### src/logic/fe_consts.svh
`ifndef FE_CONSTS_SVH
`define FE_CONSTS_SVH

// fetch address and block geometry
`define FE_ADDR_W       32
`define FE_BLOCK_W      5
`define FE_BLOCK_BYTES  (1 << `FE_BLOCK_W)

// target buffer, direct mapped
`define FE_BTB_IDX_W    6
`define FE_BTB_DEPTH    (1 << `FE_BTB_IDX_W)
`define FE_TAG_W        (`FE_ADDR_W - `FE_BTB_IDX_W - `FE_BLOCK_W)

// pattern tables
`define FE_PHT_IDX_W    10
`define FE_PHT_DEPTH    (1 << `FE_PHT_IDX_W)

// global history, and the slice of it each table hashes in
`define FE_GHIST_W      10
`define FE_HIST_LEN0    2
`define FE_HIST_LEN1    6
`define FE_HIST_LEN2    10

`define FE_RAS_DEPTH    8

`define FE_RESET_IP     32'h0000_1000

`endif

### src/logic/fe_pkg.sv
`include "fe_consts.svh"

package fe_pkg;

  typedef logic [`FE_ADDR_W-1:0]  addr_t;
  typedef logic [`FE_GHIST_W-1:0] ghist_t;  // bit 0 is the newest outcome
  typedef logic [`FE_TAG_W-1:0]   tag_t;
  typedef logic [1:0]             ctr_t;

  typedef enum logic [1:0] {
    br_cond = 2'd0,
    br_jump = 2'd1,
    br_call = 2'd2,
    br_ret  = 2'd3
  } br_kind_t;

  // 1 + 21 + 2 + 32 = 56 bits
  typedef struct packed {
    logic     valid;
    tag_t     tag;     // address bits 31..11
    br_kind_t kind;
    addr_t    target;
  } btb_entry_t;

  localparam ctr_t CTR_WEAK_NT = 2'b01;

endpackage

### src/logic/fe_ifs.sv
`timescale 1ns/10ps

// lookup side, one fetch block per cycle
interface fe_lookup_if;
  import fe_pkg::*;

  addr_t      ip;
  ghist_t     ghist;
  logic       btb_hit;
  btb_entry_t btb_entry;
  logic       pred_taken;
  addr_t      ras_top;
  logic       push;
  logic       pop;
  logic       advance;

  modport ctrl (
    output ip, ghist, push, pop, advance,
    input  btb_hit, btb_entry, pred_taken, ras_top
  );

  modport btb (
    input  ip,
    output btb_hit, btb_entry
  );

  modport pht (
    input  ip, ghist,
    output pred_taken
  );

  modport ras (
    input  ip, push, pop, advance,
    output ras_top
  );
endinterface


### src/logic/return_stack.sv
`timescale 1ns/10ps
`include "fe_consts.svh"

module return_stack (
  input logic      clk,
  input logic      rst,
  fe_lookup_if.ras lk
);
  import fe_pkg::*;

  localparam int PTR_W = $clog2(`FE_RAS_DEPTH);
  localparam int CNT_W = $clog2(`FE_RAS_DEPTH + 1);

  addr_t            stack [`FE_RAS_DEPTH];
  logic [PTR_W-1:0] top_ptr;
  logic [PTR_W-1:0] push_ptr;
  logic [CNT_W-1:0] depth_cnt;  // saturates while the pointer wraps

  assign push_ptr   = top_ptr + 1'b1;
  assign lk.ras_top = (depth_cnt == '0) ? '0 : stack[top_ptr];

  // return address is the block after the call
  always_ff @(posedge clk) begin
    if (lk.push) begin
      stack[push_ptr] <= addr_t'(lk.ip + `FE_BLOCK_BYTES);
    end
  end

  always_ff @(posedge clk) begin
    if (rst) begin
      top_ptr   <= '0;
      depth_cnt <= '0;
    end else if (lk.push) begin
      top_ptr <= push_ptr;
      if (depth_cnt != CNT_W'(`FE_RAS_DEPTH)) begin
        depth_cnt <= depth_cnt + 1'b1;
      end
    end else if (lk.pop && depth_cnt != '0) begin  // pop on empty is ignored
      top_ptr   <= top_ptr - 1'b1;
      depth_cnt <= depth_cnt - 1'b1;
    end
  end

  a_push_pop_excl: assert property (@(posedge clk) disable iff (rst) !(lk.push && lk.pop));

endmodule

### src/flat_wrapper.sv
// flat-port wrapper written by rule: the top's interface ports become plain ports
module return_stack_flat import fe_pkg::*;
  (clk, rst, lk_ip, lk_push, lk_pop, lk_advance, lk_ras_top);
  fe_lookup_if lk_i ();
  input logic clk;
  input logic rst;
  input wire logic [$bits(lk_i.ip)-1:0] lk_ip;
  input wire logic [$bits(lk_i.push)-1:0] lk_push;
  input wire logic [$bits(lk_i.pop)-1:0] lk_pop;
  input wire logic [$bits(lk_i.advance)-1:0] lk_advance;
  output wire logic [$bits(lk_i.ras_top)-1:0] lk_ras_top;
  assign lk_i.ip = lk_ip;
  assign lk_i.push = lk_push;
  assign lk_i.pop = lk_pop;
  assign lk_i.advance = lk_advance;
  assign lk_ras_top = lk_i.ras_top;
  return_stack u_core (.clk(clk), .rst(rst), .lk(lk_i));
endmodule
### config.mk
export PLATFORM = sky130hd
export DESIGN_NAME = return_stack_flat
export DESIGN_NICKNAME = d
export VERILOG_FILES = /design/src/logic/fe_pkg.sv /design/src/logic/fe_ifs.sv /design/src/logic/return_stack.sv /design/src/flat_wrapper.sv
export VERILOG_INCLUDE_DIRS = /design/src /design/src/logic
export SDC_FILE = /design/constraint.sdc
export NUM_CORES = 1
export LEC_CHECK = 0
export ABC_AREA = 0
export BUFFER_PORTS_ARGS = -buffer_cell sky130_fd_sc_hd__buf_2
export CORE_MARGIN = 2
export CORE_UTILIZATION = 60
export DETAILED_ROUTE_END_ITERATION = 7
export PLACE_DENSITY = 0.83
export SLEW_MARGIN = 20
export SYNTH_ARGS = -nofsm -noshare
export SYNTH_HDL_FRONTEND = slang
export SYNTH_SLANG_ARGS = --single-unit
### constraint.sdc
create_clock -name clk -period 4.7 [get_ports clk]
set_input_delay 0.235 -clock clk [delete_from_list [all_inputs] [get_ports clk]]
set_output_delay 0.235 -clock clk [all_outputs]
set_load 0.05 [all_outputs]
==> results.md <==
* Row count at 48
* Fin. Hold Viols at 0
* Clock Path Buffers at 3
* Dominant cell type by area after synthesis: edfxtp_1
* TritonCTS clock tree: built
* GRT overflow at 0
* Most frequent cells in the layout: edfxtp_1 (256), buf_2 (67), mux4_2 (65)
* First-pass GRT wire length at 32900 µm
* Crit path launch type: flop
* PwrDens at 534 nW/µm²
* Hold WS at between 90 and 100 ps
* Yosys top cell area share at 0.714
* Total track usage at 0.243
* Number of global-route vias before repair at 5674
* Switching Power at approximately 2.1 mW
* Final period util at 0.643
* Die Ht at around 140 µm
* P_int at 4.46 mW
* Via count at 5485
* Initial DRC count at 336
* Hold Buf Count CTS at 6
* Seq cells post-synth at about 270
* Port buffer count at 67
* Synth Instances at roughly 550
* Period minus WS final at 3020 ps
* Syn Nets at 588
* Clock root buffer: clkbuf_16
* Worst rel slew slack at 0.268
* WL/cell at 25.2 µm
* Setup CP Type: reg -> out
* R2R cell count at 5
* Max Transition Viols Final at 0
* Seq pwr share at 0.457
* Commonest non-fill, non-tap cell in the layout: edfxtp_1
* Ports at 69
* Crit path DAT at 2790 ps
* Switching share of power at 0.322
* Async set-reset flop share out of synthesis at 0
* Hold-critical path depth at 3
* Met2 wire len at 11200 µm
* Worst skew pair latency at 530 ps
* Mapped Area at about 11000 µm²
* Final wirelength at 22200 µm
* Post-synthesis cell type count at 38
* Worst setup EP type: primary output
* Setup TNS at 0 ps
* Routed vias/inst at 6.24
* Setup Fix Bufs, Post-CTS at 0
* VDD IR max at 0.000437 V
* Status: complete, no violations
* Sequential share of the synthesized area at 0.733
* Die Width at 138 µm
* Layout cells sized above 1 at 0.304
* Final design utilization at 0.707
* Clk_skew at 18.6 ps
* Setup slack, reg-to-reg at 2160 ps
* Pleak at roughly 4.0 nW
* Yosys Warn Count at 0
* Die area at 19000 µm²
* # diodes at 0
* CP max FO at 28
* Number of flops mapped to enable cells by yosys at approximately 260
* Mean Syn Cell Area at 19.8 µm²
* H-Tree Depth at 1
* CTS Sinks at 266
* Metal-1 WL at 9070 µm
* Cts repair resizes at 0
* Finish-stage setup viols at 0
* Leading register cell type out of synthesis: edfxtp_1
* Comb pwr share at 0.259
* Hold Path Class: in -> reg
* Routability congestion estimate at 0.737
* Fmax at roughly 330 MHz
* First-pass DRT Iterations at 4
* Post-detail-place hpwl at between 10000 and 15000 µm
* Max-cap violations at 0
* Final #Nets at 678
* Initial core utilization at 0.618
* Top Metal Used: met4
* # DRC at 0
* Largest net degree at the start of global routing at 33
* Clk pin slew, worst setup/hold paths at ~60 ps
* RSZ-0062 raised after global routing: false
* Worst Tran Pin Value at 1090 ps
* Req. time, crit path at roughly 4500 ps
* Layout overhead on the synthesized area at 14.3%
* DRT antenna net count at 0
* Clk pwr share at 0.284
* Core box area at 17400 µm²
* TritonCTS Buffers at 25
* Initial antenna violation count at 0
* Top post-synthesis cells by area: edfxtp_1 (71%), mux4_2 (14%), mux2i_1 (3.1%)
* Metal3 WL at 1510 µm
[sequential cells by signal, indices dropped and copies added, names as in the netlist, named ones only]
register          count
u_core.stack        256
u_core.top_ptr        3
u_core.depth_cnt      4
[synthesized netlist by cell type (2+ instances only)]
cell,instances
or4_4,2
buf_1,4
nand3_1,8
clkbuf_1,11
mux4_2,65
nand4_1,2
edfxtp_1,256
xor2_1,14
ha_1,5
nand2_1,16
dfxtp_1,10
buf_2,7
inv_1,6
nor3_1,9
and4_1,2
nand2b_1,3
nor2_1,45
nor3b_2,2
and2_1,2
a21oi_1,6
mux2i_1,33
xnor2_1,16
and3_1,3
nor4_1,4
[path summary, 6_finish.rpt]
kind                        from                  end
max                         flop        lk_ras_top[9]
max reg2reg    u_core.top_ptr[0]   u_core.stack[2][9]
min                      lk_push                 flop
min reg2reg  u_core.depth_cnt[1]  u_core.depth_cnt[1]
[power by group through the flow]
stage,Combinational [mW],Clock [mW],Sequential (mW)
after floorplan,1.31,0,2.95
after global placement,1.67,0,3.03
after detailed placement,1.70,0,3.05
after CTS,1.72,1.88,3.01
after global routing,1.80,1.97,3.03
final,1.71,1.86,3.00
[area by class of cell]
class                   instances  area, µm²
multi-input cells             249       2820
well taps                     225        282
repair buffers                 87        538
fillers                      1059       5110
clock inverters                13       96.3
inverters                       6       22.5
clock buffers                  33        656
flip-flops and latches        266       7890
[layer usage]
metal | track usage | vias up
met4 | 0.0714 | 0
met2 | 0.410 | 219
met3 | 0.0424 | 33
met5 | 0 | -
met1 | 0.332 | 2852
li1 | - | 2381
[stage by stage]
step	area (µm²)	setup slack (ps)	total power, mW	instances
3_5_place_dp	11500	2160	4.76	827
4_1_cts	12300	1590	6.61	879
6_report	12300	1680	6.57	879
2_1_floorplan	10800	1120	4.27	545
3_3_place_gp	11500	2170	4.70	827
5_1_grt	12300	1450	6.79	879
[critical path, stage by stage, from the launching register on]
cell and delay [ps]:
dfxtp_4 730, buf_4 480, mux4_2 580, mux2i_1 170, nor2_1 70, buf_2 230
[logic make-up (layout without fill, tap and decap cells)]
| group | Yosys count | count (layout) | share of synthesized area |
|---|---|---|---|
| AND/OR/NAND/NOR | 104 | 104 | 0.0492 |
| adder cells (fa/ha/maj) | 6 | 6 | 0.00767 |
| buffers and inverters | 30 | 139 | 0.0121 |
| flip-flops | 266 | 266 | 0.733 |
| multiplexers | 98 | 98 | 0.167 |
| AO/OA/AOI/OAI | 10 | 10 | 0.00593 |
| XOR/XNOR | 31 | 31 | 0.0259 |
Power figures use the tool's default switching activity.
