File: config.mk
export PLATFORM = sky130hd
export DESIGN_NAME = target_buffer_flat
export DESIGN_NICKNAME = d
export VERILOG_FILES = /design/src/logic/fe_pkg.sv /design/src/logic/fe_ifs.sv /design/src/logic/lookup_table.sv /design/src/logic/target_buffer.sv /design/src/flat_wrapper.sv
export VERILOG_INCLUDE_DIRS = /design/src /design/src/logic
export SDC_FILE = /design/constraint.sdc
export NUM_CORES = 2
export LEC_CHECK = 0
export BUFFER_PORTS_ARGS = -buffer_cell sky130_fd_sc_hd__buf_2
export CAP_MARGIN = 20
export CORE_ASPECT_RATIO = 1.5
export CORE_MARGIN = 4
export CORE_UTILIZATION = 33
export DETAILED_ROUTE_END_ITERATION = 10
export REMOVE_ABC_BUFFERS = 1
export SLEW_MARGIN = 15
export SYNTH_ARGS = -nofsm -noshare
export SYNTH_HDL_FRONTEND = slang
export SYNTH_SLANG_ARGS = --single-unit
File: constraint.sdc
create_clock -name clk -period 14.55 [get_ports clk]
set_input_delay 2.91 -clock clk [delete_from_list [all_inputs] [get_ports clk]]
set_output_delay 2.91 -clock clk [all_outputs]
set_load 0.01 [all_outputs]
File: src/logic/fe_consts.svh
`ifndef FE_CONSTS_SVH
`define FE_CONSTS_SVH

// fetch address and block geometry
`define FE_ADDR_W       32
`define FE_BLOCK_W      5
`define FE_BLOCK_BYTES  (1 << `FE_BLOCK_W)

// target buffer, direct mapped
`define FE_BTB_IDX_W    6
`define FE_BTB_DEPTH    (1 << `FE_BTB_IDX_W)
`define FE_TAG_W        (`FE_ADDR_W - `FE_BTB_IDX_W - `FE_BLOCK_W)

// pattern tables
`define FE_PHT_IDX_W    10
`define FE_PHT_DEPTH    (1 << `FE_PHT_IDX_W)

// global history, and the slice of it each table hashes in
`define FE_GHIST_W      10
`define FE_HIST_LEN0    2
`define FE_HIST_LEN1    6
`define FE_HIST_LEN2    10

`define FE_RAS_DEPTH    8

`define FE_RESET_IP     32'h0000_1000

`endif

File: src/logic/fe_pkg.sv
`include "fe_consts.svh"

package fe_pkg;

  typedef logic [`FE_ADDR_W-1:0]  addr_t;
  typedef logic [`FE_GHIST_W-1:0] ghist_t;  // bit 0 is the newest outcome
  typedef logic [`FE_TAG_W-1:0]   tag_t;
  typedef logic [1:0]             ctr_t;

  typedef enum logic [1:0] {
    br_cond = 2'd0,
    br_jump = 2'd1,
    br_call = 2'd2,
    br_ret  = 2'd3
  } br_kind_t;

  // 1 + 21 + 2 + 32 = 56 bits
  typedef struct packed {
    logic     valid;
    tag_t     tag;     // address bits 31..11
    br_kind_t kind;
    addr_t    target;
  } btb_entry_t;

  localparam ctr_t CTR_WEAK_NT = 2'b01;

endpackage

File: src/logic/fe_ifs.sv
`timescale 1ns/10ps

// lookup side, one fetch block per cycle
interface fe_lookup_if;
  import fe_pkg::*;

  addr_t      ip;
  ghist_t     ghist;
  logic       btb_hit;
  btb_entry_t btb_entry;
  logic       pred_taken;
  addr_t      ras_top;
  logic       push;
  logic       pop;
  logic       advance;

  modport ctrl (
    output ip, ghist, push, pop, advance,
    input  btb_hit, btb_entry, pred_taken, ras_top
  );

  modport btb (
    input  ip,
    output btb_hit, btb_entry
  );

  modport pht (
    input  ip, ghist,
    output pred_taken
  );

  modport ras (
    input  ip, push, pop, advance,
    output ras_top
  );
endinterface

// resolved branch, a single-cycle pulse
interface fe_resolve_if;
  import fe_pkg::*;

  logic     valid;
  addr_t    ip;
  br_kind_t kind;
  logic     taken;
  addr_t    target;
  ghist_t   ghist;  // history the branch was predicted with
  logic     mispredict;

  modport source (output valid, ip, kind, taken, target, ghist, mispredict);
  modport sink   (input  valid, ip, kind, taken, target, ghist, mispredict);
endinterface

File: src/logic/lookup_table.sv
`timescale 1ns/10ps

module lookup_table #(
  parameter type    entry_t   = logic [7:0],
  parameter int     DEPTH     = 16,
  parameter entry_t RESET_VAL = '0,
  parameter int     RD_PORTS  = 1,
  localparam int    IDX_W     = $clog2(DEPTH)
) (
  input  logic                          clk,
  input  logic                          rst,
  input  logic [RD_PORTS-1:0][IDX_W-1:0] rd_idx,
  output entry_t [RD_PORTS-1:0]         rd_data,
  input  logic                          wr_en,
  input  logic [IDX_W-1:0]              wr_idx,
  input  entry_t                        wr_data
);

  entry_t mem [DEPTH];

  // reads see the old entry when written in the same cycle
  for (genvar p = 0; p < RD_PORTS; p++) begin : g_rd
    assign rd_data[p] = mem[rd_idx[p]];
  end

  always_ff @(posedge clk) begin
    if (rst) begin
      for (int i = 0; i < DEPTH; i++) begin
        mem[i] <= RESET_VAL;
      end
    end else if (wr_en) begin
      mem[wr_idx] <= wr_data;
    end
  end

  a_wr_en_known: assert property (@(posedge clk) disable iff (rst) !$isunknown(wr_en));

endmodule

File: src/logic/target_buffer.sv
`timescale 1ns/10ps
`include "fe_consts.svh"

module target_buffer (
  input logic        clk,
  input logic        rst,
  fe_lookup_if.btb   lk,
  fe_resolve_if.sink rs
);
  import fe_pkg::*;

  typedef logic [`FE_BTB_IDX_W-1:0] btb_idx_t;

  btb_idx_t         rd_idx;
  btb_idx_t         wr_idx;
  tag_t             rd_tag;
  btb_entry_t [0:0] rd_entry;
  btb_entry_t       wr_entry;
  logic             wr_en;

  assign rd_idx = lk.ip[`FE_BLOCK_W +: `FE_BTB_IDX_W];  // ip[10:5]
  assign rd_tag = lk.ip[`FE_ADDR_W-1 -: `FE_TAG_W];     // ip[31:11]

  assign lk.btb_entry = rd_entry[0];
  assign lk.btb_hit   = rd_entry[0].valid && (rd_entry[0].tag == rd_tag);

  // only taken branches are worth an entry
  assign wr_en  = rs.valid && rs.taken;
  assign wr_idx = rs.ip[`FE_BLOCK_W +: `FE_BTB_IDX_W];

  always_comb begin
    wr_entry.valid  = 1'b1;
    wr_entry.tag    = rs.ip[`FE_ADDR_W-1 -: `FE_TAG_W];
    wr_entry.kind   = rs.kind;
    wr_entry.target = rs.target;
  end

  lookup_table #(
    .entry_t   (btb_entry_t),
    .DEPTH     (`FE_BTB_DEPTH),
    .RESET_VAL ('0)
  ) u_table (
    .clk     (clk),
    .rst     (rst),
    .rd_idx  (rd_idx),
    .rd_data (rd_entry),
    .wr_en   (wr_en),
    .wr_idx  (wr_idx),
    .wr_data (wr_entry)
  );

endmodule

File: src/flat_wrapper.sv
// flat-port wrapper written by rule: the top's interface ports become plain ports
module target_buffer_flat import fe_pkg::*;
  (clk, rst, lk_ip, lk_btb_hit, lk_btb_entry, rs_valid, rs_ip, rs_kind, rs_taken, rs_target, rs_ghist, rs_mispredict);
  fe_lookup_if lk_i ();
  fe_resolve_if rs_i ();
  input logic clk;
  input logic rst;
  input wire logic [$bits(lk_i.ip)-1:0] lk_ip;
  output wire logic [$bits(lk_i.btb_hit)-1:0] lk_btb_hit;
  output wire logic [$bits(lk_i.btb_entry)-1:0] lk_btb_entry;
  input wire logic [$bits(rs_i.valid)-1:0] rs_valid;
  input wire logic [$bits(rs_i.ip)-1:0] rs_ip;
  input wire logic [$bits(rs_i.kind)-1:0] rs_kind;
  input wire logic [$bits(rs_i.taken)-1:0] rs_taken;
  input wire logic [$bits(rs_i.target)-1:0] rs_target;
  input wire logic [$bits(rs_i.ghist)-1:0] rs_ghist;
  input wire logic [$bits(rs_i.mispredict)-1:0] rs_mispredict;
  assign lk_i.ip = lk_ip;
  assign lk_btb_hit = lk_i.btb_hit;
  assign lk_btb_entry = lk_i.btb_entry;
  assign rs_i.valid = rs_valid;
  assign rs_i.ip = rs_ip;
  assign rs_i.kind = rs_kind;
  assign rs_i.taken = rs_taken;
  assign rs_i.target = rs_target;
  assign rs_i.ghist = rs_ghist;
  assign rs_i.mispredict = rs_mispredict;
  target_buffer u_core (.clk(clk), .rst(rst), .lk(lk_i), .rs(rs_i));
endmodule
==> results by group <==
Status
  • Outcome: complete, no violations

Global route
  • Gr ovfl total: 0
  • First-pass GRT wire length: 809000 µm
  • Initial antenna violation count: between 100 and 150
  • Vias in the first global route: 96678
  • GRT Total Usage: 0.233
  • Pin count of the biggest net entering global routing: 97

Timing
  • Slew margin rel.: 0.117
  • RSZ-0062 raised after global routing: false
  • Crit path time final: 12.04 ns
  • Worst slew pin tran: 1.32 ns
  • Final hold violation count: 0
  • Max-slew violations: 0
  • Fmax: 83.0 MHz
  • Clk_skew: 0 ns
  • Final period util: 0.828
  • # setup viols final: 0
  • Setup TNS: 0 ns
  • Worst hold margin: 0.457 ns

Setup path
  • Startpoint types: input pin
  • Critical Path Max Stage Delay: roughly 0.95 ns
  • Critical path type: input pin to output pin
  • Crit-path slowest cell: nor4_2
  • Crit path required time: 11.64 ns
  • Worst R2R Path Depth: 1
  • Most Frequent Cell on Critical Path: buf_4
  • CP delay by family, top: buffers and inverters
  • WP data arrival: 9.13 ns
  • Critical path depth: 13
  • CP endpoint kind: output pin
  • Worst path cell trace: buf_8 > buf_4 > buf_4 > mux4_2 > mux2i_1 > nand2_1 > a21oi_1 > o32ai_1 > and3_1 > a221oi_2 > nand4_1 > nor4_2 > buf_2
  • WP buf/inv: 4
  • CP Max Fanout: between 40 and 50

Placed design
  • Cell Area, Placed: 170000 µm²
  • Placer Congestion: 0.870
  • Buffers on Ports: 148
  • Post-DP HPWL: 347000 µm

Clock tree
  • Clock latency on the worst-skew pair: 0.95 ns
  • Clock Pin Slew Worst Setup and Hold Paths: 0.07 ns
  • Cts repair resizes: 0
  • # hold bufs at CTS: 0
  • Num Clock Sinks: 3584
  • Num CTS Buffers: 320
  • Post-CTS Repair Setup Buffers: 0
  • Htree depth: 5
  • Clock Tree Buf Depth: 4
  • CTS tree: yes
  • CTS root buf: clkbuf_16

Synth
  • Synth unique cells: 69
  • Ys flop type: edfxtp_1
  • Synthesized cell area: roughly 160000 µm²
  • Cells after synthesis: 10120
  • Number of enable-type register cells in the synthesized netlist: 3520
  • Sequential area share after synthesis: 0.658
  • Synth Area per Inst: 16.1 µm²
  • Flops & latches, synth: 3584
  • Synth Warn #: 0
  • Post-synth ARST share: 0

Power
  • Comb pwr share: 0.090
  • Total power: 0.0226 W
  • Switching share of total power: 0.239
  • Lkg Pwr: just over 60 nW
  • Sw Pwr: 0.00541 W
  • Pwr dens: around 120 nW/µm²
  • P_int: between 0.015 and 0.02 W
  • Worst VDD drop: 0.0906 mV
  • Clock power frac: 0.381
  • Seq pwr share: 0.528

Detailed routing
  • Routed WL: between 600000 and 700000 µm
  • Routed vias/inst: 5.64
  • Drt initial violations: roughly 13000
  • Detail Route Antenna Nets: 0
  • Drt drc: 0
  • Routed len/inst: around 36 µm
  • TritonRoute pass-1 iters: 6
  • Via Count: 94632

Hold path
  • Min-Delay Path Class: register to register
  • Hold-critical path depth: 1

Layout
  • Largest regs: u_core.u_table.mem: 3584 flops
  • Synth-to-Final Area Change: 11.8%
  • Max reg flops: roughly 3600
  • Filler cells: 45271
  • Fraction of layout cells with a size suffix above 1: 0.208
  • Final core utilization: 0.370
  • Nets@finish: between 9000 and 10000
  • Fin area: ~180000 µm²
  • Largest Register: u_core.u_table.mem

Floorplan
  • Die footprint: about 500000 µm²
  • Core Footprint: 491000 µm²
  • Initial Util: 0.331
  • Die Wd: 581 µm
  • IO Pins: 170
  • Die height: ~870 µm
  • Cell row count: 315

Flow run
  • Max Cap Violations: 0
[Yosys cell counts, drive strengths merged, types with 4 or more instances]
master | instances | share of area
o21ai | 89 | 0.0027
a211oi | 11 | 0.00051
a21oi | 47 | 0.0014
nor3 | 20 | 0.00062
a2111oi | 6 | 0.00037
nand2b | 12 | 0.00046
or2 | 4 | 0.00015
a31oi | 10 | 0.00039
dfxtp | 64 | 0.0079
o221ai | 34 | 0.0019
nor2 | 114 | 0.0026
a22o | 4 | 0.00022
mux4 | 992 | 0.14
a32oi | 6 | 0.00032
edfxtp | 3520 | 0.65
nand4 | 8 | 0.00035
nor4 | 4 | 0.00019
mux2 | 15 | 0.0010
a22oi | 45 | 0.0021
or3 | 7 | 0.00027
clkbuf | 761 | 0.018
o211ai | 4 | 0.00018
buf | 335 | 0.012
nand2 | 81 | 0.0019
o32ai | 4 | 0.00022
and3 | 14 | 0.00054
mux2i | 160 | 0.0099
nand3 | 17 | 0.00052
inv | 7 | 0.00016
xnor2 | 13 | 0.00070
a21o | 67 | 0.0031
and2 | 3528 | 0.14
o22ai | 49 | 0.0019
a221oi | 13 | 0.00074
nor2b | 19 | 0.00073
[metrics by stage]
step | worst slack [ns] | std cells
global placement | 2.87 | 15972
global route | 2.70 | 16686
finish | 2.51 | 16768
floorplan | 1.56 | 9024
detailed placement | 2.93 | 15983
CTS | 2.91 | 16536
[power groups by stage]
stage | Clock (W) | Sequential (W) | Combinational, W
CTS | 0.00871 | 0.0120 | 0.00201
floorplan | 0 | 0.0122 | 0.000849
global route | 0.00909 | 0.0120 | 0.00207
detailed placement | 0 | 0.0122 | 0.00201
global placement | 0 | 0.0121 | 0.00199
finish | 0.00863 | 0.0120 | 0.00204
[worst paths after layout]
check                                    end  slack (ns)                        from
setup / recovery                  lk_btb_hit        2.51                    lk_ip[7]
hold reg to reg   u_core.u_table.mem[13][55]        0.46  u_core.u_table.mem[13][55]
setup reg to reg   u_core.u_table.mem[3][55]       13.93   u_core.u_table.mem[3][55]
hold / removal    u_core.u_table.mem[13][55]        0.46  u_core.u_table.mem[13][55]
[kinds of logic after synthesis]
group,synth area share
buffers and inverters,0.0301
AO/OA/AOI/OAI,0.0174
flip-flops,0.658
multiplexers,0.148
AND/OR/NAND/NOR,0.145
XOR/XNOR,0.000863
[placed cells by master, fill, tap and decap left out, drive strengths merged, types with 10 or more instances in the layout]
| cell | n |
|---|---|
| diode | 212 |
| inv | 18 |
| clkinv | 110 |
| nor3 | 20 |
| mux4 | 992 |
| a22oi | 45 |
| mux2i | 160 |
| a221oi | 13 |
| mux2 | 15 |
| nand2b | 12 |
| nor2b | 19 |
| a211oi | 11 |
| and3 | 14 |
| o221ai | 34 |
| buf | 479 |
| bufinv | 29 |
| a21o | 67 |
| xnor2 | 13 |
| nand2 | 81 |
| a31oi | 10 |
| dfxtp | 64 |
| clkbuf | 402 |
| edfxtp | 3520 |
| o22ai | 49 |
| a21oi | 47 |
| o21ai | 89 |
| nand3 | 17 |
| and2 | 3528 |
| nor2 | 114 |
[routing by layer]
metal / wire length (µm) / GRT usage / vias up
li1: - / - / 36866
met1: 190000 / 0.249 / 50031
met2: 300000 / 0.399 / 6045
met3: 55800 / 0.0499 / 1664
met4: 54800 / 0.187 / 26
met5: 169 / 0 / -
[layout make-up]
cell class              count  area, µm²  share of cell area
inverters                   8       50.0            0.000276
clock inverters           153       1490             0.00821
multi-input cells        5432      51900               0.286
well taps                6498       8130              0.0448
diodes                    212        531             0.00292
repair buffers            481       3830              0.0211
clock buffers             400       8690              0.0479
flip-flops and latches   3584     107000               0.589
No activity file was read; power rests on OpenSTA's default activity.
