**src/logic/fe_consts.svh**
```systemverilog
`ifndef FE_CONSTS_SVH
`define FE_CONSTS_SVH

// fetch address and block geometry
`define FE_ADDR_W       32
`define FE_BLOCK_W      5
`define FE_BLOCK_BYTES  (1 << `FE_BLOCK_W)

// target buffer, direct mapped
`define FE_BTB_IDX_W    6
`define FE_BTB_DEPTH    (1 << `FE_BTB_IDX_W)
`define FE_TAG_W        (`FE_ADDR_W - `FE_BTB_IDX_W - `FE_BLOCK_W)

// pattern tables
`define FE_PHT_IDX_W    10
`define FE_PHT_DEPTH    (1 << `FE_PHT_IDX_W)

// global history, and the slice of it each table hashes in
`define FE_GHIST_W      10
`define FE_HIST_LEN0    2
`define FE_HIST_LEN1    6
`define FE_HIST_LEN2    10

`define FE_RAS_DEPTH    8

`define FE_RESET_IP     32'h0000_1000

`endif

```
**src/logic/fe_pkg.sv**
```systemverilog
`include "fe_consts.svh"

package fe_pkg;

  typedef logic [`FE_ADDR_W-1:0]  addr_t;
  typedef logic [`FE_GHIST_W-1:0] ghist_t;  // bit 0 is the newest outcome
  typedef logic [`FE_TAG_W-1:0]   tag_t;
  typedef logic [1:0]             ctr_t;

  typedef enum logic [1:0] {
    br_cond = 2'd0,
    br_jump = 2'd1,
    br_call = 2'd2,
    br_ret  = 2'd3
  } br_kind_t;

  // 1 + 21 + 2 + 32 = 56 bits
  typedef struct packed {
    logic     valid;
    tag_t     tag;     // address bits 31..11
    br_kind_t kind;
    addr_t    target;
  } btb_entry_t;

  localparam ctr_t CTR_WEAK_NT = 2'b01;

endpackage

```
**src/logic/fe_ifs.sv**
```systemverilog
`timescale 1ns/10ps

// lookup side, one fetch block per cycle
interface fe_lookup_if;
  import fe_pkg::*;

  addr_t      ip;
  ghist_t     ghist;
  logic       btb_hit;
  btb_entry_t btb_entry;
  logic       pred_taken;
  addr_t      ras_top;
  logic       push;
  logic       pop;
  logic       advance;

  modport ctrl (
    output ip, ghist, push, pop, advance,
    input  btb_hit, btb_entry, pred_taken, ras_top
  );

  modport btb (
    input  ip,
    output btb_hit, btb_entry
  );

  modport pht (
    input  ip, ghist,
    output pred_taken
  );

  modport ras (
    input  ip, push, pop, advance,
    output ras_top
  );
endinterface

// resolved branch, a single-cycle pulse
interface fe_resolve_if;
  import fe_pkg::*;

  logic     valid;
  addr_t    ip;
  br_kind_t kind;
  logic     taken;
  addr_t    target;
  ghist_t   ghist;  // history the branch was predicted with
  logic     mispredict;

  modport source (output valid, ip, kind, taken, target, ghist, mispredict);
  modport sink   (input  valid, ip, kind, taken, target, ghist, mispredict);
endinterface

```
**src/logic/fetch_pc_ctrl.sv**
```systemverilog
`timescale 1ns/10ps
`include "fe_consts.svh"

module fetch_pc_ctrl (
  input  logic           clk,
  input  logic           rst,
  input  logic           fetch_hold,
  fe_lookup_if.ctrl      lk,
  fe_resolve_if.sink     rs,
  output fe_pkg::addr_t  fetch_ip,
  output fe_pkg::ghist_t fetch_ghist,
  output logic           fetch_valid
);
  import fe_pkg::*;

  addr_t  ip_q;
  addr_t  seq_ip;
  addr_t  next_ip;
  addr_t  redir_ip;
  ghist_t ghist_q;
  ghist_t next_ghist;
  ghist_t redir_ghist;
  logic   valid_q;
  logic   redirect;

  function automatic addr_t blk_align(addr_t addr);
    return {addr[`FE_ADDR_W-1:`FE_BLOCK_W], {`FE_BLOCK_W{1'b0}}};
  endfunction

  assign redirect = rs.valid && rs.mispredict;

  // the presented block is consumed
  assign lk.advance = valid_q && !fetch_hold && !redirect;
  assign lk.ip      = ip_q;
  assign lk.ghist   = ghist_q;

  assign seq_ip = addr_t'(ip_q + `FE_BLOCK_BYTES);

  always_comb begin
    next_ip    = seq_ip;
    next_ghist = ghist_q;
    lk.push    = 1'b0;
    lk.pop     = 1'b0;
    if (lk.btb_hit) begin
      unique case (lk.btb_entry.kind)
        br_jump: next_ip = blk_align(lk.btb_entry.target);
        br_call: begin
          next_ip = blk_align(lk.btb_entry.target);
          lk.push = lk.advance;
        end
        br_ret: begin
          next_ip = lk.ras_top;
          lk.pop  = lk.advance;
        end
        br_cond: begin
          if (lk.pred_taken) begin
            next_ip = blk_align(lk.btb_entry.target);
          end
          next_ghist = {ghist_q[`FE_GHIST_W-2:0], lk.pred_taken};
        end
      endcase
    end
  end

  // recovery from the resolved branch
  always_comb begin
    redir_ip = rs.taken ? blk_align(rs.target)
                        : addr_t'(blk_align(rs.ip) + `FE_BLOCK_BYTES);
    if (rs.kind == br_cond) begin
      redir_ghist = {rs.ghist[`FE_GHIST_W-2:0], rs.taken};
    end else begin
      redir_ghist = rs.ghist;
    end
  end

  always_ff @(posedge clk) begin
    if (rst) begin
      ip_q    <= `FE_RESET_IP;
      ghist_q <= '0;
      valid_q <= 1'b0;
    end else begin
      valid_q <= !fetch_hold;
      if (redirect) begin      // wins over hold too
        ip_q    <= redir_ip;
        ghist_q <= redir_ghist;
      end else if (lk.advance) begin
        ip_q    <= next_ip;
        ghist_q <= next_ghist;
      end
    end
  end

  assign fetch_ip    = ip_q;
  assign fetch_ghist = ghist_q;
  assign fetch_valid = valid_q;

  a_ip_aligned: assert property (
    @(posedge clk) disable iff (rst) fetch_ip[`FE_BLOCK_W-1:0] == '0
  );

endmodule

```
**src/flat_wrapper.sv**
```systemverilog
// flat-port wrapper written by rule: the top's interface ports become plain ports
module fetch_pc_ctrl_flat import fe_pkg::*;
  (clk, rst, fetch_hold, fetch_ip, fetch_ghist, fetch_valid, lk_ip, lk_ghist, lk_push, lk_pop, lk_advance, lk_btb_hit, lk_btb_entry, lk_pred_taken, lk_ras_top, rs_valid, rs_ip, rs_kind, rs_taken, rs_target, rs_ghist, rs_mispredict);
  fe_lookup_if lk_i ();
  fe_resolve_if rs_i ();
  input  logic clk;
  input  logic rst;
  input  logic fetch_hold;
  output fe_pkg::addr_t fetch_ip;
  output fe_pkg::ghist_t fetch_ghist;
  output logic fetch_valid;
  output wire logic [$bits(lk_i.ip)-1:0] lk_ip;
  output wire logic [$bits(lk_i.ghist)-1:0] lk_ghist;
  output wire logic [$bits(lk_i.push)-1:0] lk_push;
  output wire logic [$bits(lk_i.pop)-1:0] lk_pop;
  output wire logic [$bits(lk_i.advance)-1:0] lk_advance;
  input wire logic [$bits(lk_i.btb_hit)-1:0] lk_btb_hit;
  input wire logic [$bits(lk_i.btb_entry)-1:0] lk_btb_entry;
  input wire logic [$bits(lk_i.pred_taken)-1:0] lk_pred_taken;
  input wire logic [$bits(lk_i.ras_top)-1:0] lk_ras_top;
  input wire logic [$bits(rs_i.valid)-1:0] rs_valid;
  input wire logic [$bits(rs_i.ip)-1:0] rs_ip;
  input wire logic [$bits(rs_i.kind)-1:0] rs_kind;
  input wire logic [$bits(rs_i.taken)-1:0] rs_taken;
  input wire logic [$bits(rs_i.target)-1:0] rs_target;
  input wire logic [$bits(rs_i.ghist)-1:0] rs_ghist;
  input wire logic [$bits(rs_i.mispredict)-1:0] rs_mispredict;
  assign lk_ip = lk_i.ip;
  assign lk_ghist = lk_i.ghist;
  assign lk_push = lk_i.push;
  assign lk_pop = lk_i.pop;
  assign lk_advance = lk_i.advance;
  assign lk_i.btb_hit = lk_btb_hit;
  assign lk_i.btb_entry = lk_btb_entry;
  assign lk_i.pred_taken = lk_pred_taken;
  assign lk_i.ras_top = lk_ras_top;
  assign rs_i.valid = rs_valid;
  assign rs_i.ip = rs_ip;
  assign rs_i.kind = rs_kind;
  assign rs_i.taken = rs_taken;
  assign rs_i.target = rs_target;
  assign rs_i.ghist = rs_ghist;
  assign rs_i.mispredict = rs_mispredict;
  fetch_pc_ctrl u_core (.clk(clk), .rst(rst), .fetch_hold(fetch_hold), .lk(lk_i), .rs(rs_i), .fetch_ip(fetch_ip), .fetch_ghist(fetch_ghist), .fetch_valid(fetch_valid));
endmodule
```
**config.mk**
```make
export PLATFORM = sky130hd
export DESIGN_NAME = fetch_pc_ctrl_flat
export DESIGN_NICKNAME = d
export VERILOG_FILES = /design/src/logic/fe_pkg.sv /design/src/logic/fe_ifs.sv /design/src/logic/fetch_pc_ctrl.sv /design/src/flat_wrapper.sv
export VERILOG_INCLUDE_DIRS = /design/src /design/src/logic
export SDC_FILE = /design/constraint.sdc
export NUM_CORES = 1
export LEC_CHECK = 0
export BUFFER_PORTS_ARGS = -buffer_cell sky130_fd_sc_hd__buf_2
export CORE_ASPECT_RATIO = 1.2
export CORE_MARGIN = 3
export CORE_UTILIZATION = 43
export DETAILED_ROUTE_END_ITERATION = 12
export PLACE_DENSITY = 0.81
export SYNTH_ARGS = -nofsm -noshare
export SYNTH_HDL_FRONTEND = slang
export SYNTH_SLANG_ARGS = --single-unit
```
**constraint.sdc**
```tcl
create_clock -name clk -period 2.2 [get_ports clk]
set_input_delay 0 -clock clk [delete_from_list [all_inputs] [get_ports clk]]
set_output_delay 0 -clock clk [all_outputs]
set_load 0.01 [all_outputs]
```
==> impl.org, run 1 <==
** Timing
- Shortest period the worst path allows :: 2.009 ns
- Setup repair after global routing left no endpoint under its margin.
- Derived from the worst setup path, the maximum achievable clock frequency is between 400 and 500 MHz.
- Post-route clock skew :: 0.004415 ns
- In the post-route analysis, the smallest setup slack over all paths is 0.1914 ns.
- Setup violations remaining at the end of the flow were counted as 0.
- Final Hold Vio Count :: 0
- The max-slew violation total from the final report was 0.
- Final sum of negative setup slack :: 0 ns
- Measured slew at the worst slew-check pin :: about 1.2 ns
- Period utilization :: 0.9130
- Measured against its own limit, the worst slew margin works out to 0.2170.

** Cells and area
- Number of antenna repair diodes :: 0
- Compared with the post-synthesis result, the final layout area differs by 27.25%.
- Non-Filler Instances :: 844
- Summing all non-filler instances in the final layout gives an area of 5084 um^2.
- Filler instances :: 857
- Summing all flip-flop and latch instances after layout gives 860.8 um^2.
- The multi-input combinational cells in the finished layout cover a total of approximately 2600 um^2.
- Fraction of layout cells with a size suffix above 1 :: 0.3604
- Final cell utilization of the core :: 0.5780
- After the last flow step, the layout net total stands at 903.

** Synthesis
- The largest total area in the synthesized netlist belongs to dfxtp_1.
- Post-synth top area share :: 0.2155
- Mapped Cells :: 556
- Counting flops and latches in the post-synthesis netlist gives between 40 and 50.
- Synthesized Nets :: 733
- In the post-synthesis netlist, the cell with the most instances is nor2_1.
- Proportion of synthesized chip area in sequential cells :: 0.2155
- After synthesis, the cell types taking the most area are dfxtp_1 22%, buf_4 7.9%, o21ai_0 6.0%, a21oi_1 5.3%, a22oi_1 4.9%.
- Async set or reset register ratio after synthesis :: 0
- Post-Syn Area :: between 3000 and 4000 um^2
- For this run, the leading register cell type out of synthesis is dfxtp_1.
- Yosys printed 0 warnings.
- In this run, synthesis inferred 0 flip-flops with an integrated enable.
- Synth cell types :: 55
- Commonest cells in the netlist :: 49 x nor2_1, 48 x o21ai_0, 43 x dfxtp_1
- Post-synthesis average cell area :: approximately 7.2 um^2

** Clock tree
- Clock-pin transition on the worst setup and hold timing paths :: 0.08 ns
- Hold Buf Count CTS :: 6
- The number of clock buffers added by TritonCTS is 5.
- CTS tree :: done
- Number of clock sinks seen by CTS :: 43
- In this run the deepest clock path goes through 2 buffers.
- CTS built an H-tree with a depth of 2.
- Gates resized during post-CTS repair numbered 0.
- The clock reaches the later pin of the worst-skew pair after 0.30 ns.
- Root Buffer :: clkbuf_8
- Number of post-CTS setup repair buffers :: 0

** Critical path
- CP peak stage delay :: 0.57 ns
- Worst reg2reg setup slack :: 0.25 ns
- Crit path cell chain :: buf_2 > inv_1 > ha_1 > or3b_2 > a211o_1 > nor4b_1 > a21oi_1 > a31oi_1
- Length in cells of the worst reg-to-reg path :: 4
- At the worst endpoint, the required time is 2.43 ns.
- STA classifies the critical path endpoint as a register.
- Arrival time at the worst endpoint :: 2.23 ns
- In this run the worst setup path terminates at u_core.fetch_ip[19]$_SDFFE_PP0P_.
- R2R Path End :: u_core.fetch_ip[23]$_SDFFE_PP0P_
- Worst flop-to-flop path startpoint :: u_core.fetch_valid$_SDFF_PP0_
- By startpoint and endpoint, the worst setup path is classified as input pin to register.
- Timing startpoint of the critical path :: lk_btb_entry[32]
- In this run the worst path has a maximum fanout of 16.
- Worst Setup Start Kind :: input pin
- CP max stage cell :: a211o_1

** Global routing
- Antenna violations before repair :: 0
- For this run, global-route usage on met1 was measured as 0.3171.
- For met2 alone, demand over resource in global routing was 0.4567.
- Entering global routing, the biggest net connects 44 pins.
- In the global route stage, met3 resource usage came out at 0.03851.
- First-pass GRT wire length :: roughly 22000 um
- Via count of the first global-routing pass :: between 4000 and 5000
- In the global route stage, overall resource usage came out at 0.2563.
- Total overflow reported by the global router :: 0
- Most utilized layer in the global route result :: met2

** Placed design
- Number of buffers added on ports :: 222
- The number of placed instances, taps included, is 830.
- Detailed placement HPWL :: 11060 um
- Post-DP Area :: about 4900 um^2
- At the placement stage, the worst setup path has a slack of -0.09410 ns.
- Routability-driven placement finished with a final weighted congestion of around 0.86.

** Job
- Max_cap viols :: 0

** Routing
- Remaining antenna violation count after routing :: 0
- After detailed routing, the number of remaining DRC violations is 0.
- Detailed-routing iteration count for the pre-antenna-repair pass :: 7
- Starting DRT DRC Count :: 350
- Routed wire length :: roughly 15000 um
- After detailed routing, the number of vias per cell comes to 6.071.
- Dividing the detail-routed wire length by the instance count gives 17.22 um.
- Via total after detailed routing :: 5124

** Floorplan
- Horizontal die dimension :: 93.99 um
- The core region is 8796 um^2.
- The initialized floorplan defines 37 standard-cell rows.
- The initial utilization of the core area, before any placement, comes to 0.4542.
- Total I/O pin count :: 260
- In this run the vertical extent of the chip is ~110 um.
- The die covers roughly 10000 um^2.

** Status
- Status :: finished clean

** Hold path
- Class of the tightest hold or removal check :: input pin to register

** Power
- Power Dens Cells :: 401.7 nW/um^2
- Leak pwr :: 2.214 nW
- IR analysis of the VDD net gives a maximum drop of ~0.25 mV.
==> cells in the final DEF, fill, tap and decap left out, types with 3 or more instances in the layout <==
cell type        n
a211oi_1         5
a21o_1          10
a21oi_1         42
a222oi_1         4
a22o_1           6
a22oi_1         26
a311oi_1         9
a31o_1           6
a31o_2           5
a31oi_1         14
and2_1           6
and4_1          11
buf_2          222
buf_4           19
clkbuf_8         5
dfxtp_1         43
dlygate4sd3_1    6
ha_1             5
inv_1           10
nand2_1         33
nand2b_1         7
nand3_1         19
nand4_1         13
nor2_1          48
nor2b_1          3
nor3_1           7
nor4_1          12
o21ai_0         48
o2bb2ai_1        3
o311ai_0         3
o31a_1           7
o31ai_1          7
o32ai_1          5
or3_1            7
or4_1            8
xnor2_1         11
xor2_1           3
==> registers in the layout, summed over array words and instances, names as in the netlist <==
register	cells
u_core.fetch_ip	32
u_core.fetch_ghist	10
u_core.fetch_valid	1
==> worst max-delay path: cells and delay by family <==
kind,cells,cell delay [ns]
simple gates,2,0.92
compound gates,3,0.81
fa+ha+maj,1,0.33
buf+inv,2,0.17
==> layer usage <==
metal | vias up | wire (um)
li1 | 2420 | -
met1 | 2363 | 5652
met2 | 323 | 7181
met3 | 18 | 1483
met4 | 0 | 213
met5 | - | 0
==> power breakdown <==
group	switching (mW)	total, mW	internal [mW]
clock	0.280	0.502	0.222
sequential	0.0557	0.873	0.818
combinational	0.369	0.667	0.297
total	0.705	2.04	1.34
==> worst min-delay path by stage <==
stage	from	end	depth (start not counted)
after global routing	lk_btb_hit	u_core.fetch_ip[0]$_SDFFE_PP0P_	3
after detailed placement	fetch_hold	u_core.fetch_valid$_SDFF_PP0_	2
after global placement	fetch_hold	u_core.fetch_valid$_SDFF_PP0_	2
after CTS	lk_btb_hit	u_core.fetch_ip[0]$_SDFFE_PP0P_	3
after floorplan	fetch_hold	u_core.fetch_valid$_SDFF_PP0_	1
final	lk_btb_hit	u_core.fetch_ip[0]$_SDFFE_PP0P_	3
==> area by class of cell <==
| class | instances | share of cell area |
|---|---|---|
| flip-flops and latches | 43 | 0.1693 |
| well taps | 117 | 0.02880 |
| clock buffers | 6 | 0.01428 |
| repair buffers | 248 | 0.2624 |
| inverters | 10 | 0.007384 |
| clock inverters | 2 | 0.002461 |
| multi-input cells | 418 | 0.5154 |
==> stage by stage <==
stage	total power [mW]	hold WS, ns
after floorplan	1.263	0.07238
after global placement	1.525	0.1902
after detailed placement	1.542	0.1921
after CTS	2.046	0.05835
after global routing	2.154	0.08932
final	2.042	0.07046
==> cell families after synthesis <==
kind of cell	count (synthesis)	share of synthesized area
compound gates	212	0.3570
simple gates	185	0.2446
flops	43	0.2155
mux	2	0.005324
buf+inv	95	0.1312
fa+ha+maj	5	0.01566
xor+xnor	14	0.03069
Note: power is estimated with default switching activity, not from simulation.
==> run 2, diff against run 1 <==
==> constraint.sdc (replaced) <==
create_clock -name clk -period 2.2 [get_ports clk]
set_input_delay 0.11 -clock clk [delete_from_list [all_inputs] [get_ports clk]]
set_output_delay 0.11 -clock clk [all_outputs]
set_load 0.01 [all_outputs]
==> impl.org, run 2 (synthesis results as in run 1) <==
** Timing
- The final-layout setup total negative slack came to 0 ns (unchanged).
- The final count of hold timing violations was 0 (unchanged).
- The shortest period the worst path allows came to 2.019 ns (+0.01066 ns).
- Measured slew at the worst slew-check pin :: 1.148 ns (-0.02575 ns)
- The max-slew violation total from the final report was 0 (unchanged).
- The share of the cycle needed by the critical path after routing came to 0.9178 (+0.004843).
- The tightest slew margin relative to the limit is 0.2342 (+0.01719).
- Setup repair after global routing missed its margin :: false
- The total of endpoints with negative setup slack in the final report came to 0 (unchanged).
- The post-route clock skew was 0.005472 ns (+0.001057 ns).
- The maximum operating frequency was 495.2 MHz (-0.53%).

** Hold path
- The tightest min-delay check is of the input pin to register type.

** Global routing
- Global-route met3 utilization :: 0.04730 (+0.008784)
- Via count of the first global-routing pass :: 4818 (+3.6%)
- Largest net degree at the start of global routing :: 44 (unchanged)
- GRT Total Usage :: 0.2681 (+0.01175)
- First-pass GRT wire length :: 23170 um (+5.1%)
- Total overflow reported by the global router :: 0 (unchanged)
- The initial antenna violation count came to 0 (unchanged).
- The layer flagged by global routing as most heavily used is met2.
- GR Layer Usage met2 :: 0.4699 (+0.01326)
- Met1 track utilization from global routing :: 0.3344 (+0.01738)

** Cells and area
- The library cell used most frequently in the layout, excluding fill and tap cells, is buf_2.
- The area of all placed cells without fillers was 5106 um^2 (+0.44%).
- Final cell utilization of the core :: 0.5805 (+0.002560)
- Flip-flop count of the largest register, all copies and words added :: 32 (unchanged)
- The fraction of final layout cells with drive strength greater than 1 is 0.3681 (+0.007747).
- The number of antenna diodes came to 0 (unchanged).
- The final layout net count came to 906 (+0.33%).
- Compared with the post-synthesis result, the final layout area differs by 27.81%.
- The library cells used most frequently in the layout, excluding fill and tap cells, are 222 x buf_2, 48 x nor2_1, 48 x o21ai_0.

** Job
- The max capacitance violation total was 0 (unchanged).

** Critical path
- On the critical path, the stage with the largest delay is an instance of a211o_1.
- Arrival time at the worst endpoint :: 2.23 ns (about the same)
- The register-to-register setup slack is 0.27 ns (+0.02 ns).
- Capturing element type of the critical path :: register
- Worst Setup Start Kind :: input pin
- Largest driver fanout on the critical path :: 15 (-1)
- The critical path is of the input pin to register type.
- CP peak stage delay :: 0.56 ns (about the same)
- The worst path required time came to 2.41 ns (-0.02 ns).
- The cell that appears most often on the critical path is a21oi_1.
- Crit path cell chain :: buf_2 > inv_1 > ha_1 > or3b_2 > a211o_1 > o32ai_1 > a21oi_1 > a21oi_1

** Power
- Leak pwr :: 2.234 nW (+0.88%)
- Power Dens Cells :: 395.8 nW/um^2 (-1.5%)
- Total power of the final layout :: 2.021 mW (-1.0%)
- Maximum vdd drop :: 0.2499 mV (+1.3%)

** Routing
- The average via count per standard cell was 6.125 (+0.90%).
- The initial DRC count came to 362 (+3.4%).
- Routed wire length :: 14620 um (+0.61%)
- Final routed wire length divided by cell count :: 17.30 um (+0.49%)
- Remaining design rule violation count :: 0 (unchanged)
- Via total after detailed routing :: 5176 (+1.0%)
- The residual antenna-violating net count after detailed routing is 0 (unchanged).
- Detailed-routing iteration count for the pre-antenna-repair pass :: 5 (-2)

** Floorplan
- Core area :: 8796 um^2 (unchanged)
- The number of I/O pins was 260 (unchanged).
- Full die area :: 10490 um^2 (unchanged)
- The die width came to 93.99 um (unchanged).
- The overall die height was 111.6 um (unchanged).
- Core Rows :: 37 (unchanged)
- The initial core utilization came to 0.4542 (unchanged).

** Clock tree
- Number of post-CTS setup repair buffers :: 0 (unchanged)
- The total clock sinks is 43 (unchanged).
- The maximum number of buffers from clock root to sink came to 2 (unchanged).
- H-tree depth :: 2 (unchanged)
- The latest clock arrival within the worst-skew pair came to 0.29 ns (about the same).
- Clock-pin transition on the worst setup and hold timing paths :: 0.08 ns (about the same)
- CTS tree :: done
- Root Buffer :: clkbuf_8
- The number of buffers created by CTS is 5 (unchanged).

** Placed design
- Weighted congestion at the end of routability-driven global placement :: 0.8832 (+2.9%)
- The post-detailed-placement cell area is 5024 um^2 (+1.7%).
- The detailed-placement wirelength estimate is 11140 um (+0.77%).
- Number of buffers added on ports :: 222 (unchanged)

** Status
- Status :: finished clean
run 2: what timing repair did:
item | CTS | global route
gates resized for setup | 0 | 0
endpoints found under the hold margin | 1 | 0
hold buffers | 1 | 0
run 2: final cells by class:
type	instances	area, um^2
flip-flops and latches	43	860.8
inverters	10	37.54
fillers	834	3690
clock buffers	6	72.57
well taps	117	146.4
multi-input cells	418	2620
repair buffers	251	1369
run 2: metal layers:
| metal | up-vias | wire, um |
|---|---|---|
| met5 | - | 0 |
| met1 | 2425 | 5592 |
| li1 | 2428 | - |
| met4 | 0 | 201 |
| met3 | 23 | 1498 |
| met2 | 300 | 7327 |
run 2: through the flow:
stage / std cells / hold WS, ns / worst slack, ns
2_1_floorplan: 556 / 0.1824 / 0.1616
3_3_place_gp: 838 / 0.2986 / 0.002797
3_5_place_dp: 838 / 0.3101 / -0.09525
4_1_cts: 845 / 0.07083 / 0.2106
5_1_grt: 845 / 0.1008 / 0.03093
6_report: 845 / 0.07760 / 0.1807
run 2: worst paths after layout:
| check | startpoint | end | cells past startpoint |
|---|---|---|---|
| max | lk_btb_entry[32] | u_core.fetch_ip[8]$_SDFFE_PP0P_ | 8 |
| min | lk_ras_top[1] | u_core.fetch_ip[1]$_SDFFE_PP0P_ | 3 |
| max reg2reg | u_core.fetch_valid$_SDFF_PP0_ | u_core.fetch_ip[23]$_SDFFE_PP0P_ | 4 |
| min reg2reg | u_core.fetch_ip[0]$_SDFFE_PP0P_ | u_core.fetch_ip[0]$_SDFFE_PP0P_ | 2 |
run 2: worst max-delay path, delay by kind of cell:
kind | cells | cell delay [ns]
compound gates | 4 | 1.19
buf+inv | 2 | 0.16
simple gates | 1 | 0.46
fa+ha+maj | 1 | 0.31
run 2: power by group:
part	internal (mW)	switching [mW]	total [mW]
registers	0.818	0.0541	0.872
logic	0.303	0.372	0.676
clock network	0.212	0.261	0.473
